File: src/fetch_settings.svh
`ifndef FETCH_SETTINGS_SVH
`define FETCH_SETTINGS_SVH

// first fetch address out of reset
`define FETCH_RESET_PC 32'h1ECEB000

// burst memory geometry
`define FETCH_BEAT_WIDTH 64
`define FETCH_LINE_BEATS 4

// one line is four beats
`define FETCH_LINE_WIDTH 256
`define FETCH_WORDS_PER_LINE 8

// entries in each fetch queue
`define FETCH_QUEUE_DEPTH 16

`endif
File: src/fetch_pkg.sv
`include "fetch_settings.svh"

package fetch_pkg;

    typedef logic [31:0] addr_t;  // byte address
    typedef logic [31:0] inst_t;  // rv32i instruction word

    typedef logic [`FETCH_BEAT_WIDTH-1:0] beat_t;
    typedef logic [`FETCH_LINE_WIDTH-1:0] line_t;

    // beat counter during a burst
    typedef logic [$clog2(`FETCH_LINE_BEATS)-1:0] beat_idx_t;

    // word select inside a line
    typedef logic [$clog2(`FETCH_WORDS_PER_LINE)-1:0] word_idx_t;

    // line fill sequencer
    typedef enum logic [1:0] {
        fill_idle,
        fill_request,
        fill_collect
    } fill_state_e;

endpackage : fetch_pkg

File: src/fetch_unit.sv
`timescale 1ns/1ps

module fetch_unit (
    input  logic             clk,
    input  logic             rst,

    // burst memory
    output fetch_pkg::addr_t bmem_addr_o,
    output logic             bmem_read_o,
    input  logic             bmem_ready_i,
    input  fetch_pkg::beat_t bmem_rdata_i,
    input  logic             bmem_rvalid_i,

    // from the branch unit
    input  logic             redirect_i,
    input  fetch_pkg::addr_t redirect_pc_i,

    // to decode
    input  logic             deq_i,
    output fetch_pkg::inst_t inst_o,
    output fetch_pkg::addr_t inst_pc_o,
    output logic             empty_o
);

    import fetch_pkg::*;

    addr_t pc;
    logic  enq;
    logic  flush;
    logic  fill_start;
    logic  hit;
    inst_t hit_word;
    logic  fill_busy;
    logic  fill_done;
    line_t fill_line;
    addr_t fill_addr;
    logic  queue_full;

    fetch_pc_gen i_pc_gen (
        .clk           (clk),
        .rst           (rst),
        .hit_i         (hit),
        .full_i        (queue_full),
        .fill_busy_i   (fill_busy),
        .redirect_i    (redirect_i),
        .redirect_pc_i (redirect_pc_i),
        .pc_o          (pc),
        .enq_o         (enq),
        .flush_o       (flush),
        .fill_start_o  (fill_start)
    );

    line_fill i_line_fill (
        .clk           (clk),
        .rst           (rst),
        .fill_start_i  (fill_start),
        .fill_pc_i     (pc),
        .bmem_ready_i  (bmem_ready_i),
        .bmem_rdata_i  (bmem_rdata_i),
        .bmem_rvalid_i (bmem_rvalid_i),
        .bmem_addr_o   (bmem_addr_o),
        .bmem_read_o   (bmem_read_o),
        .fill_busy_o   (fill_busy),
        .fill_done_o   (fill_done),
        .fill_line_o   (fill_line),
        .fill_addr_o   (fill_addr)
    );

    fetch_line_buffer i_line_buffer (
        .clk         (clk),
        .rst         (rst),
        .pc_i        (pc),
        .fill_done_i (fill_done),
        .fill_line_i (fill_line),
        .fill_addr_i (fill_addr),
        .hit_o       (hit),
        .hit_word_o  (hit_word)
    );

    fetch_queue #(.payload_t(inst_t)) i_inst_queue (
        .clk     (clk),
        .rst     (rst),
        .wdata_i (hit_word),
        .enq_i   (enq),
        .deq_i   (deq_i),
        .flush_i (flush),
        .rdata_o (inst_o),
        .full_o  (queue_full),
        .empty_o (empty_o)
    );

    // same strobes as the word queue, so its flags are redundant
    fetch_queue #(.payload_t(addr_t)) i_pc_queue (
        .clk     (clk),
        .rst     (rst),
        .wdata_i (pc),
        .enq_i   (enq),
        .deq_i   (deq_i),
        .flush_i (flush),
        .rdata_o (inst_pc_o),
        .full_o  (),
        .empty_o ()
    );

endmodule : fetch_unit

File: src/fetch_queue.sv
`timescale 1ns/1ps
`include "fetch_settings.svh"

module fetch_queue #(
    parameter type payload_t = logic [31:0]
) (
    input  logic     clk,
    input  logic     rst,

    input  payload_t wdata_i,
    input  logic     enq_i,
    input  logic     deq_i,
    input  logic     flush_i,

    output payload_t rdata_o,
    output logic     full_o,
    output logic     empty_o
);

    localparam int unsigned depth     = `FETCH_QUEUE_DEPTH;
    localparam int unsigned ptr_bits  = $clog2(depth);
    localparam int unsigned cnt_bits  = $clog2(depth + 1);

    payload_t            mem_q [depth];
    logic [ptr_bits-1:0] wr_ptr_q;
    logic [ptr_bits-1:0] rd_ptr_q;
    logic [cnt_bits-1:0] count_q;
    logic                do_enq;
    logic                do_deq;

    assign full_o  = (count_q == cnt_bits'(depth));
    assign empty_o = (count_q == '0);
    assign rdata_o = mem_q[rd_ptr_q];

    assign do_enq = enq_i && !full_o && !flush_i;
    assign do_deq = deq_i && !empty_o && !flush_i;  // pop on empty is dropped

    always_ff @(posedge clk) begin
        if (rst || flush_i) begin
            wr_ptr_q <= '0;
            rd_ptr_q <= '0;
            count_q  <= '0;
        end else begin
            if (do_enq) begin
                wr_ptr_q <= wr_ptr_q + 1'b1;  // wraps at depth
            end
            if (do_deq) begin
                rd_ptr_q <= rd_ptr_q + 1'b1;
            end
            case ({do_enq, do_deq})
                2'b10:   count_q <= count_q + 1'b1;
                2'b01:   count_q <= count_q - 1'b1;
                default: count_q <= count_q;
            endcase
        end
    end

    always_ff @(posedge clk) begin
        if (do_enq) begin
            mem_q[wr_ptr_q] <= wdata_i;
        end
    end

    // the pc side must hold while this queue is full
    assert property (@(posedge clk) disable iff (rst)
        !(enq_i && full_o))
        else $error("enqueue while full");

endmodule : fetch_queue

File: src/fetch_line_buffer.sv
`timescale 1ns/1ps
`include "fetch_settings.svh"

module fetch_line_buffer (
    input  logic             clk,
    input  logic             rst,

    input  fetch_pkg::addr_t pc_i,

    input  logic             fill_done_i,
    input  fetch_pkg::line_t fill_line_i,
    input  fetch_pkg::addr_t fill_addr_i,

    output logic             hit_o,
    output fetch_pkg::inst_t hit_word_o
);

    import fetch_pkg::*;

    localparam int unsigned offset_bits = $clog2(`FETCH_LINE_WIDTH / 8);
    localparam addr_t       line_mask   = ~addr_t'(`FETCH_LINE_WIDTH / 8 - 1);

    logic      valid_q;
    addr_t     tag_q;
    line_t     line_q;
    addr_t     pc_tag;
    word_idx_t word_idx;

    assign pc_tag   = pc_i & line_mask;
    assign word_idx = pc_i[offset_bits-1:2];  // word within the line

    assign hit_o      = valid_q && (tag_q == pc_tag);
    assign hit_word_o = line_q[word_idx * 32 +: 32];

    always_ff @(posedge clk) begin
        if (rst) begin
            valid_q <= 1'b0;
        end else if (fill_done_i) begin
            valid_q <= 1'b1;
        end
    end

    // new line replaces the old one whole
    always_ff @(posedge clk) begin
        if (fill_done_i) begin
            tag_q  <= fill_addr_i;
            line_q <= fill_line_i;
        end
    end

endmodule : fetch_line_buffer

File: src/line_fill.sv
`timescale 1ns/1ps
`include "fetch_settings.svh"

module line_fill (
    input  logic             clk,
    input  logic             rst,

    input  logic             fill_start_i,
    input  fetch_pkg::addr_t fill_pc_i,

    input  logic             bmem_ready_i,
    input  fetch_pkg::beat_t bmem_rdata_i,
    input  logic             bmem_rvalid_i,

    output fetch_pkg::addr_t bmem_addr_o,
    output logic             bmem_read_o,

    output logic             fill_busy_o,
    output logic             fill_done_o,
    output fetch_pkg::line_t fill_line_o,
    output fetch_pkg::addr_t fill_addr_o
);

    import fetch_pkg::*;

    localparam addr_t line_mask = ~addr_t'(`FETCH_LINE_WIDTH / 8 - 1);

    fill_state_e state_q;
    beat_idx_t   beat_q;
    addr_t       addr_q;
    line_t       line_q;
    logic        done_q;
    logic        beat_take;
    logic        last_beat;

    assign beat_take = (state_q == fill_collect) && bmem_rvalid_i;
    assign last_beat = beat_take && (beat_q == beat_idx_t'(`FETCH_LINE_BEATS - 1));

    // single pulse, only when memory can take it
    assign bmem_read_o = (state_q == fill_request) && bmem_ready_i;
    assign bmem_addr_o = addr_q;

    // stays busy through the done cycle so the pc side waits for the new line
    assign fill_busy_o = (state_q != fill_idle) || done_q;
    assign fill_done_o = done_q;
    assign fill_line_o = line_q;
    assign fill_addr_o = addr_q;

    always_ff @(posedge clk) begin
        if (rst) begin
            state_q <= fill_idle;
            beat_q  <= '0;
            done_q  <= 1'b0;
        end else begin
            done_q <= last_beat;
            case (state_q)
                fill_idle: begin
                    if (fill_start_i) begin
                        state_q <= fill_request;
                    end
                end
                fill_request: begin
                    if (bmem_read_o) begin
                        state_q <= fill_collect;
                        beat_q  <= '0;
                    end
                end
                fill_collect: begin
                    if (beat_take) begin
                        beat_q <= beat_q + 1'b1;
                    end
                    if (last_beat) begin
                        state_q <= fill_idle;
                    end
                end
                default: state_q <= fill_idle;
            endcase
        end
    end

    always_ff @(posedge clk) begin
        if ((state_q == fill_idle) && fill_start_i) begin
            addr_q <= fill_pc_i & line_mask;  // line aligned
        end
        if (beat_take) begin
            line_q[beat_q * `FETCH_BEAT_WIDTH +: `FETCH_BEAT_WIDTH] <= bmem_rdata_i;
        end
    end

    // memory only returns beats for a burst we asked for
    assert property (@(posedge clk) disable iff (rst)
        !(bmem_rvalid_i && (state_q == fill_idle)))
        else $error("beat returned with no fill in flight");

endmodule : line_fill

File: src/fetch_pc_gen.sv
`timescale 1ns/1ps
`include "fetch_settings.svh"

module fetch_pc_gen (
    input  logic             clk,
    input  logic             rst,

    input  logic             hit_i,
    input  logic             full_i,
    input  logic             fill_busy_i,

    input  logic             redirect_i,
    input  fetch_pkg::addr_t redirect_pc_i,

    output fetch_pkg::addr_t pc_o,
    output logic             enq_o,
    output logic             flush_o,
    output logic             fill_start_o
);

    import fetch_pkg::*;

    addr_t pc_next;
    logic  advance;

    // word available and room in the queues
    assign advance = hit_i && !full_i && !redirect_i;

    assign enq_o   = advance;
    assign flush_o = redirect_i;  // drop everything fetched on the old path

    // miss with no fill in flight; a redirect moves the pc first
    assign fill_start_o = !hit_i && !fill_busy_i && !redirect_i;

    // redirect wins over advance, otherwise hold
    always_comb begin
        pc_next = pc_o;
        if (redirect_i) begin
            pc_next = redirect_pc_i;
        end else if (advance) begin
            pc_next = pc_o + 32'd4;
        end
    end

    always_ff @(posedge clk) begin
        if (rst) begin
            pc_o <= `FETCH_RESET_PC;
        end else begin
            pc_o <= pc_next;
        end
    end

    // the sequencer takes every fill request and is busy the next cycle
    assert property (@(posedge clk) disable iff (rst)
        fill_start_o |=> fill_busy_i)
        else $error("fill request not taken by the line fill sequencer");

endmodule : fetch_pc_gen

File: config.mk
export PLATFORM = sky130hd
export DESIGN_NAME = fetch_unit
export DESIGN_NICKNAME = d
export VERILOG_FILES = /design/src/fetch_pkg.sv /design/src/fetch_unit.sv /design/src/fetch_queue.sv /design/src/fetch_line_buffer.sv /design/src/line_fill.sv /design/src/fetch_pc_gen.sv
export VERILOG_INCLUDE_DIRS = /design/src /design/src/src
export SDC_FILE = /design/constraint.sdc
export NUM_CORES = 1
export LEC_CHECK = 0
export ABC_AREA = 1
export BUFFER_PORTS_ARGS = -buffer_cell sky130_fd_sc_hd__buf_2
export CAP_MARGIN = 30
export CORE_MARGIN = 3
export CORE_UTILIZATION = 35
export DETAILED_ROUTE_END_ITERATION = 12
export GPL_TIMING_DRIVEN = 0
export SLEW_MARGIN = 20
export SYNTH_ARGS = -nofsm -noshare
export SYNTH_HDL_FRONTEND = slang
export SYNTH_SLANG_ARGS = --single-unit
File: constraint.sdc
create_clock -name clk -period 11.7 [get_ports clk]
set_clock_uncertainty 0.15 [all_clocks]
set_input_delay 0 -clock clk [delete_from_list [all_inputs] [get_ports clk]]
set_output_delay 0 -clock clk [all_outputs]
set_load 0.05 [all_outputs]
==> metrics.sh <==
RUN_STATUS='complete, no violations'
CRITICALPATHCATEGORY='reg -> reg'
CLK_LATENCY_NS=0.82
SYNTH.FF_LATCH_COUNT=1662
DP_HPWL_UM=148000
PATH_COMMON_CELL='nand2_1'
PLACEMENT_ROWS=159
VIAS_IN_THE_FIRST_GLOBAL_ROUTE=43300
CP-STARTPOINT='i_pc_gen.pc_o[19]'
INITIAL_CORE_UTIL_PCT=35.3
FLOORPLAN.DIE_AREA_UM2=195000
CLKSLEWWORSTSETUPHOLDPATHS_NS=0.06
YOSYS_WARNINGS=0
SYNTH_AREA_LEADERS='edfxtp_1 (72%), mux2i_1 (3.9%), o21ai_0 (3.6%)'
HOLD_VIOL=0
FINALSETUPVIOLATIONS=0
YOSYSSEQAREASHARE_PCT=73.9
TIMING.FINAL.MAX_SLEW_VIOLATIONS=0
HOLDCRITSTARTPOINT='bmem_rdata_i[31]'
ROUTED_VIA_DENSITY=5.34
CORE_REGION_AREA_UM2=188000
GRT_ANTENNA_BEFORE_REPAIR=10
POWER.DENSITY_nW_PER_UM2=155
IR_DROP_mV=0.146
P_LEAK_nW=27.5
CTSROOTBUFFERMASTER='clkbuf_16'
PERIOD_SHARE_PCT=37.5
GRT_USAGE_PCT=21.6
FINAL_PERIOD_MINUS_WORST_SETUP_SLACK_NS=4.39
VIA_COUNT=44800
CTS_TREE='yes'
MAX-SLEW-MARGIN-REL_PCT=25.4
WORST-PATH-MAX-FANOUT=19
POST_CTS.RESIZED_INSTANCES=0
PROPORTION_OF_NETLIST_AREA_HELD_BY_THE_LARGEST_AREA_CONTRIBUTOR_PCT=71.8
HTREE_NUM_LEVELS=4
LAYOUT_COMMON_CELLS='edfxtp_1 (1,590), nor2_1 (481), o21ai_0 (474)'
LAYOUT.CELLS.MOST_COMMON='edfxtp_1'
POST_SYNTH_INSTANCE_AREA_UM2=66500
WORST_HOLD_SLACK_NS=0.0596
LARGEST_NET_DEGREE_AT_THE_START_OF_GLOBAL_ROUTING=57
WIRE_LENGTH_PER_CELL_UM=25.8
RSZ0062_AT_GRT='no'
DRV_CAP=0
ANTENNA_VIOLATING_NETS_LEFT=0
SERIES_OF_CELL_INSTANCES_ALONG_THE_CRITICAL_PATH='inv_1 -> nand2_1 -> nand2_1 -> inv_1 -> nand2_1 -> nor2_1 -> nand3_1 -> nor2_4 -> nand3_4 -> nor2_8 -> inv_2 -> ha_1 -> xor2_1 -> ha_1 -> a21o_1 -> nand2_1 -> nand2_1 -> a21oi_1 -> xor2_1 -> nand2_1 -> a21oi_1'
CLK_PATH_BUF_DEPTH=3
POST_CTS_HOLD_BUFFER_COUNT=235
AREA_OVERHEAD_VS_SYNTH_PCT=22.6
CLOCK_SINKS=1662
DETAILEDROUTE.FIRSTPASSITERATIONCOUNT=6
FINAL_LAYOUT_SIZE_SUFFIX_GT1_SHARE_PCT=12.6
POWER_W=0.0126
GPL.FINAL_WEIGHTED_CONGESTION=0.896
CRIT_FAMILY='simple AND/OR/NAND/NOR gates'
WORSTPATHBUFFERINVERTERCOUNT=3
CHIPWIDTH_UM=442
SYNTHESIS.AREA_PER_INSTANCE_UM2=13.3
SYNTH_TOP_CELL_BY_AREA='edfxtp_1'
CRITICAL-PATH-SLOWEST-CELL='dfxtp_1'
REMAINING_DRC_ERRORS=0
WORST_PIN_SLEW_NS=1.12
GRT_FIRST_PASS_WIRELENGTH_UM=306000
WORST_HOLD_PATH_TYPE='in -> reg'
FINALCOREUTILIZATION_PCT=43.3
PLACEMENT.IO_BUFFERS=192
GLOBALROUTEOVERFLOWTOTAL=0
POST_CTS.REPAIR.SETUP_BUFFERS=0
FINAL_NET_COUNT=5875
R2R_START='i_pc_gen.pc_o[19]'
WL_UM=217000
INITIAL_DRC_COUNT=6178
WORST_SETUP_PATH_START_KIND='register'
GATE_COUNT_POST_SYNTH=5007
NETLIST-CELL-TYPE-COUNT=44
CRIT_PATH_ARRIVAL_TIME_NS=4.93
CTS_MADE_BUFFERS=165
CRIT_PATH_END_KIND='register'
CP_DATA_REQUIRED_TIME_NS=12.25
IO-PIN-COUNT=200
MAX_FREQ_MHz=228
DIE_H_UM=442
SETUP_TOTAL_NEGATIVE_SLACK_NS=0
TIMING.CRITICAL_PATH.SLOWEST_CELL_DELAY_NS=0.92
final cells by class:
type                            count  area (um^2)
Tap cell                         2495         3120
Clock inverter                     99         1010
Multi-Input combinational cell   2596        14900
Timing Repair Buffer              567         5910
Fill cell                       16900       107000
Antenna cell                        7         17.5
Clock buffer                      202         4380
Inverter                          451         1690
Sequential cell                  1662        49200
Buffer                            302         1270
metrics by stage:
step	cells	instance area, um^2	worst slack, ns
after floorplan	5011	66500	3.63
after global placement	7698	70600	0.449
after detailed placement	7823	73600	7.37
after CTS	8359	81300	7.30
after global routing	8376	81500	6.97
final	8381	81500	7.31
cell usage after synthesis:
library cell  number
buf_1             39
conb_1             1
clkbuf_1         195
o22a_1             1
clkbuf_2           1
o21bai_1           1
buf_4             17
a21o_1             2
ha_1              28
buf_2             49
nor3_1            89
o31ai_1            1
a31oi_1           33
o21ai_0          474
nand3b_1           1
edfxtp_1        1590
clkinv_1           2
inv_1            435
nand2_2            6
nand3_2            1
dfxtp_1           72
inv_2             14
nand3_4            1
nor3_4             1
xnor2_1            8
nand3_1          174
mux2i_1          256
buf_6              1
a21boi_0           1
nor4_1             2
nor2_1           516
a21oi_1          310
nor2_8             1
nor2_2             2
xor2_1            26
o221ai_1           2
o22ai_1           32
o21ai_1            3
nand2_1          342
nor2_4             1
nand4_1            7
nor3_2             1
o211ai_1         266
and3_1             2
report_power, final:
group	switching, W	internal (W)
clock network	0.00233	0.00296
registers	0.0000669	0.00659
logic	0.000482	0.000200
total	0.00288	0.00974
worst paths after layout:
check / slack, ns / to / cells after the start
worst max-delay path: 7.31 / i_pc_queue.count_q[4] / 21
worst min-delay path: 0.06 / i_line_fill.fill_line_o[31] / 4
worst max register to register: 7.31 / i_pc_queue.count_q[4] / 21
worst min register to register: 0.23 / i_line_buffer.line_q[249] / 0
tightest hold or removal path, cell delays in order:
cell and delay [ns]:
dlygate4sd3_1 0.53, buf_2 0.18, inv_1 0.09, nor2_1 0.05
sequential cells by signal, indices dropped and copies added (netlist names), 4 cells and up, named ones only:
register and count:
i_inst_queue.mem_q 512, i_line_fill.fill_line_o 256, i_line_fill.bmem_addr_o 27, i_inst_queue.wr_ptr_q 4, i_pc_queue.rd_ptr_q 4, i_pc_gen.pc_o 32
i_pc_queue.mem_q 512, i_line_buffer.tag_q 27, i_inst_queue.count_q 5, i_line_buffer.line_q 256, i_inst_queue.rd_ptr_q 4, i_pc_queue.count_q 5
i_pc_queue.wr_ptr_q 4
routing by layer:
layer / up-vias / GRT usage [%] / routed length [um]
met5: - / 0 / 7
met4: 2 / 12.3 / 14200
met3: 553 / 3.96 / 19600
met2: 2436 / 34.5 / 100000
met1: 22100 / 27.6 / 82700
li1: 19700 / - / -
cell families after synthesis:
| kind of cell | count (synthesis) | share of synthesized area (%) |
|---|---|---|
| buffers and inverters | 753 | 4.45 |
| flip-flops | 1662 | 73.9 |
| AO/OA/AOI/OAI | 1126 | 9.63 |
| multiplexers | 256 | 3.85 |
| other | 1 | 0.00564 |
| adder cells (fa/ha/maj) | 28 | 0.527 |
| XOR/XNOR | 34 | 0.448 |
| AND/OR/NAND/NOR | 1147 | 7.14 |
(Power assumes the default switching activity.)
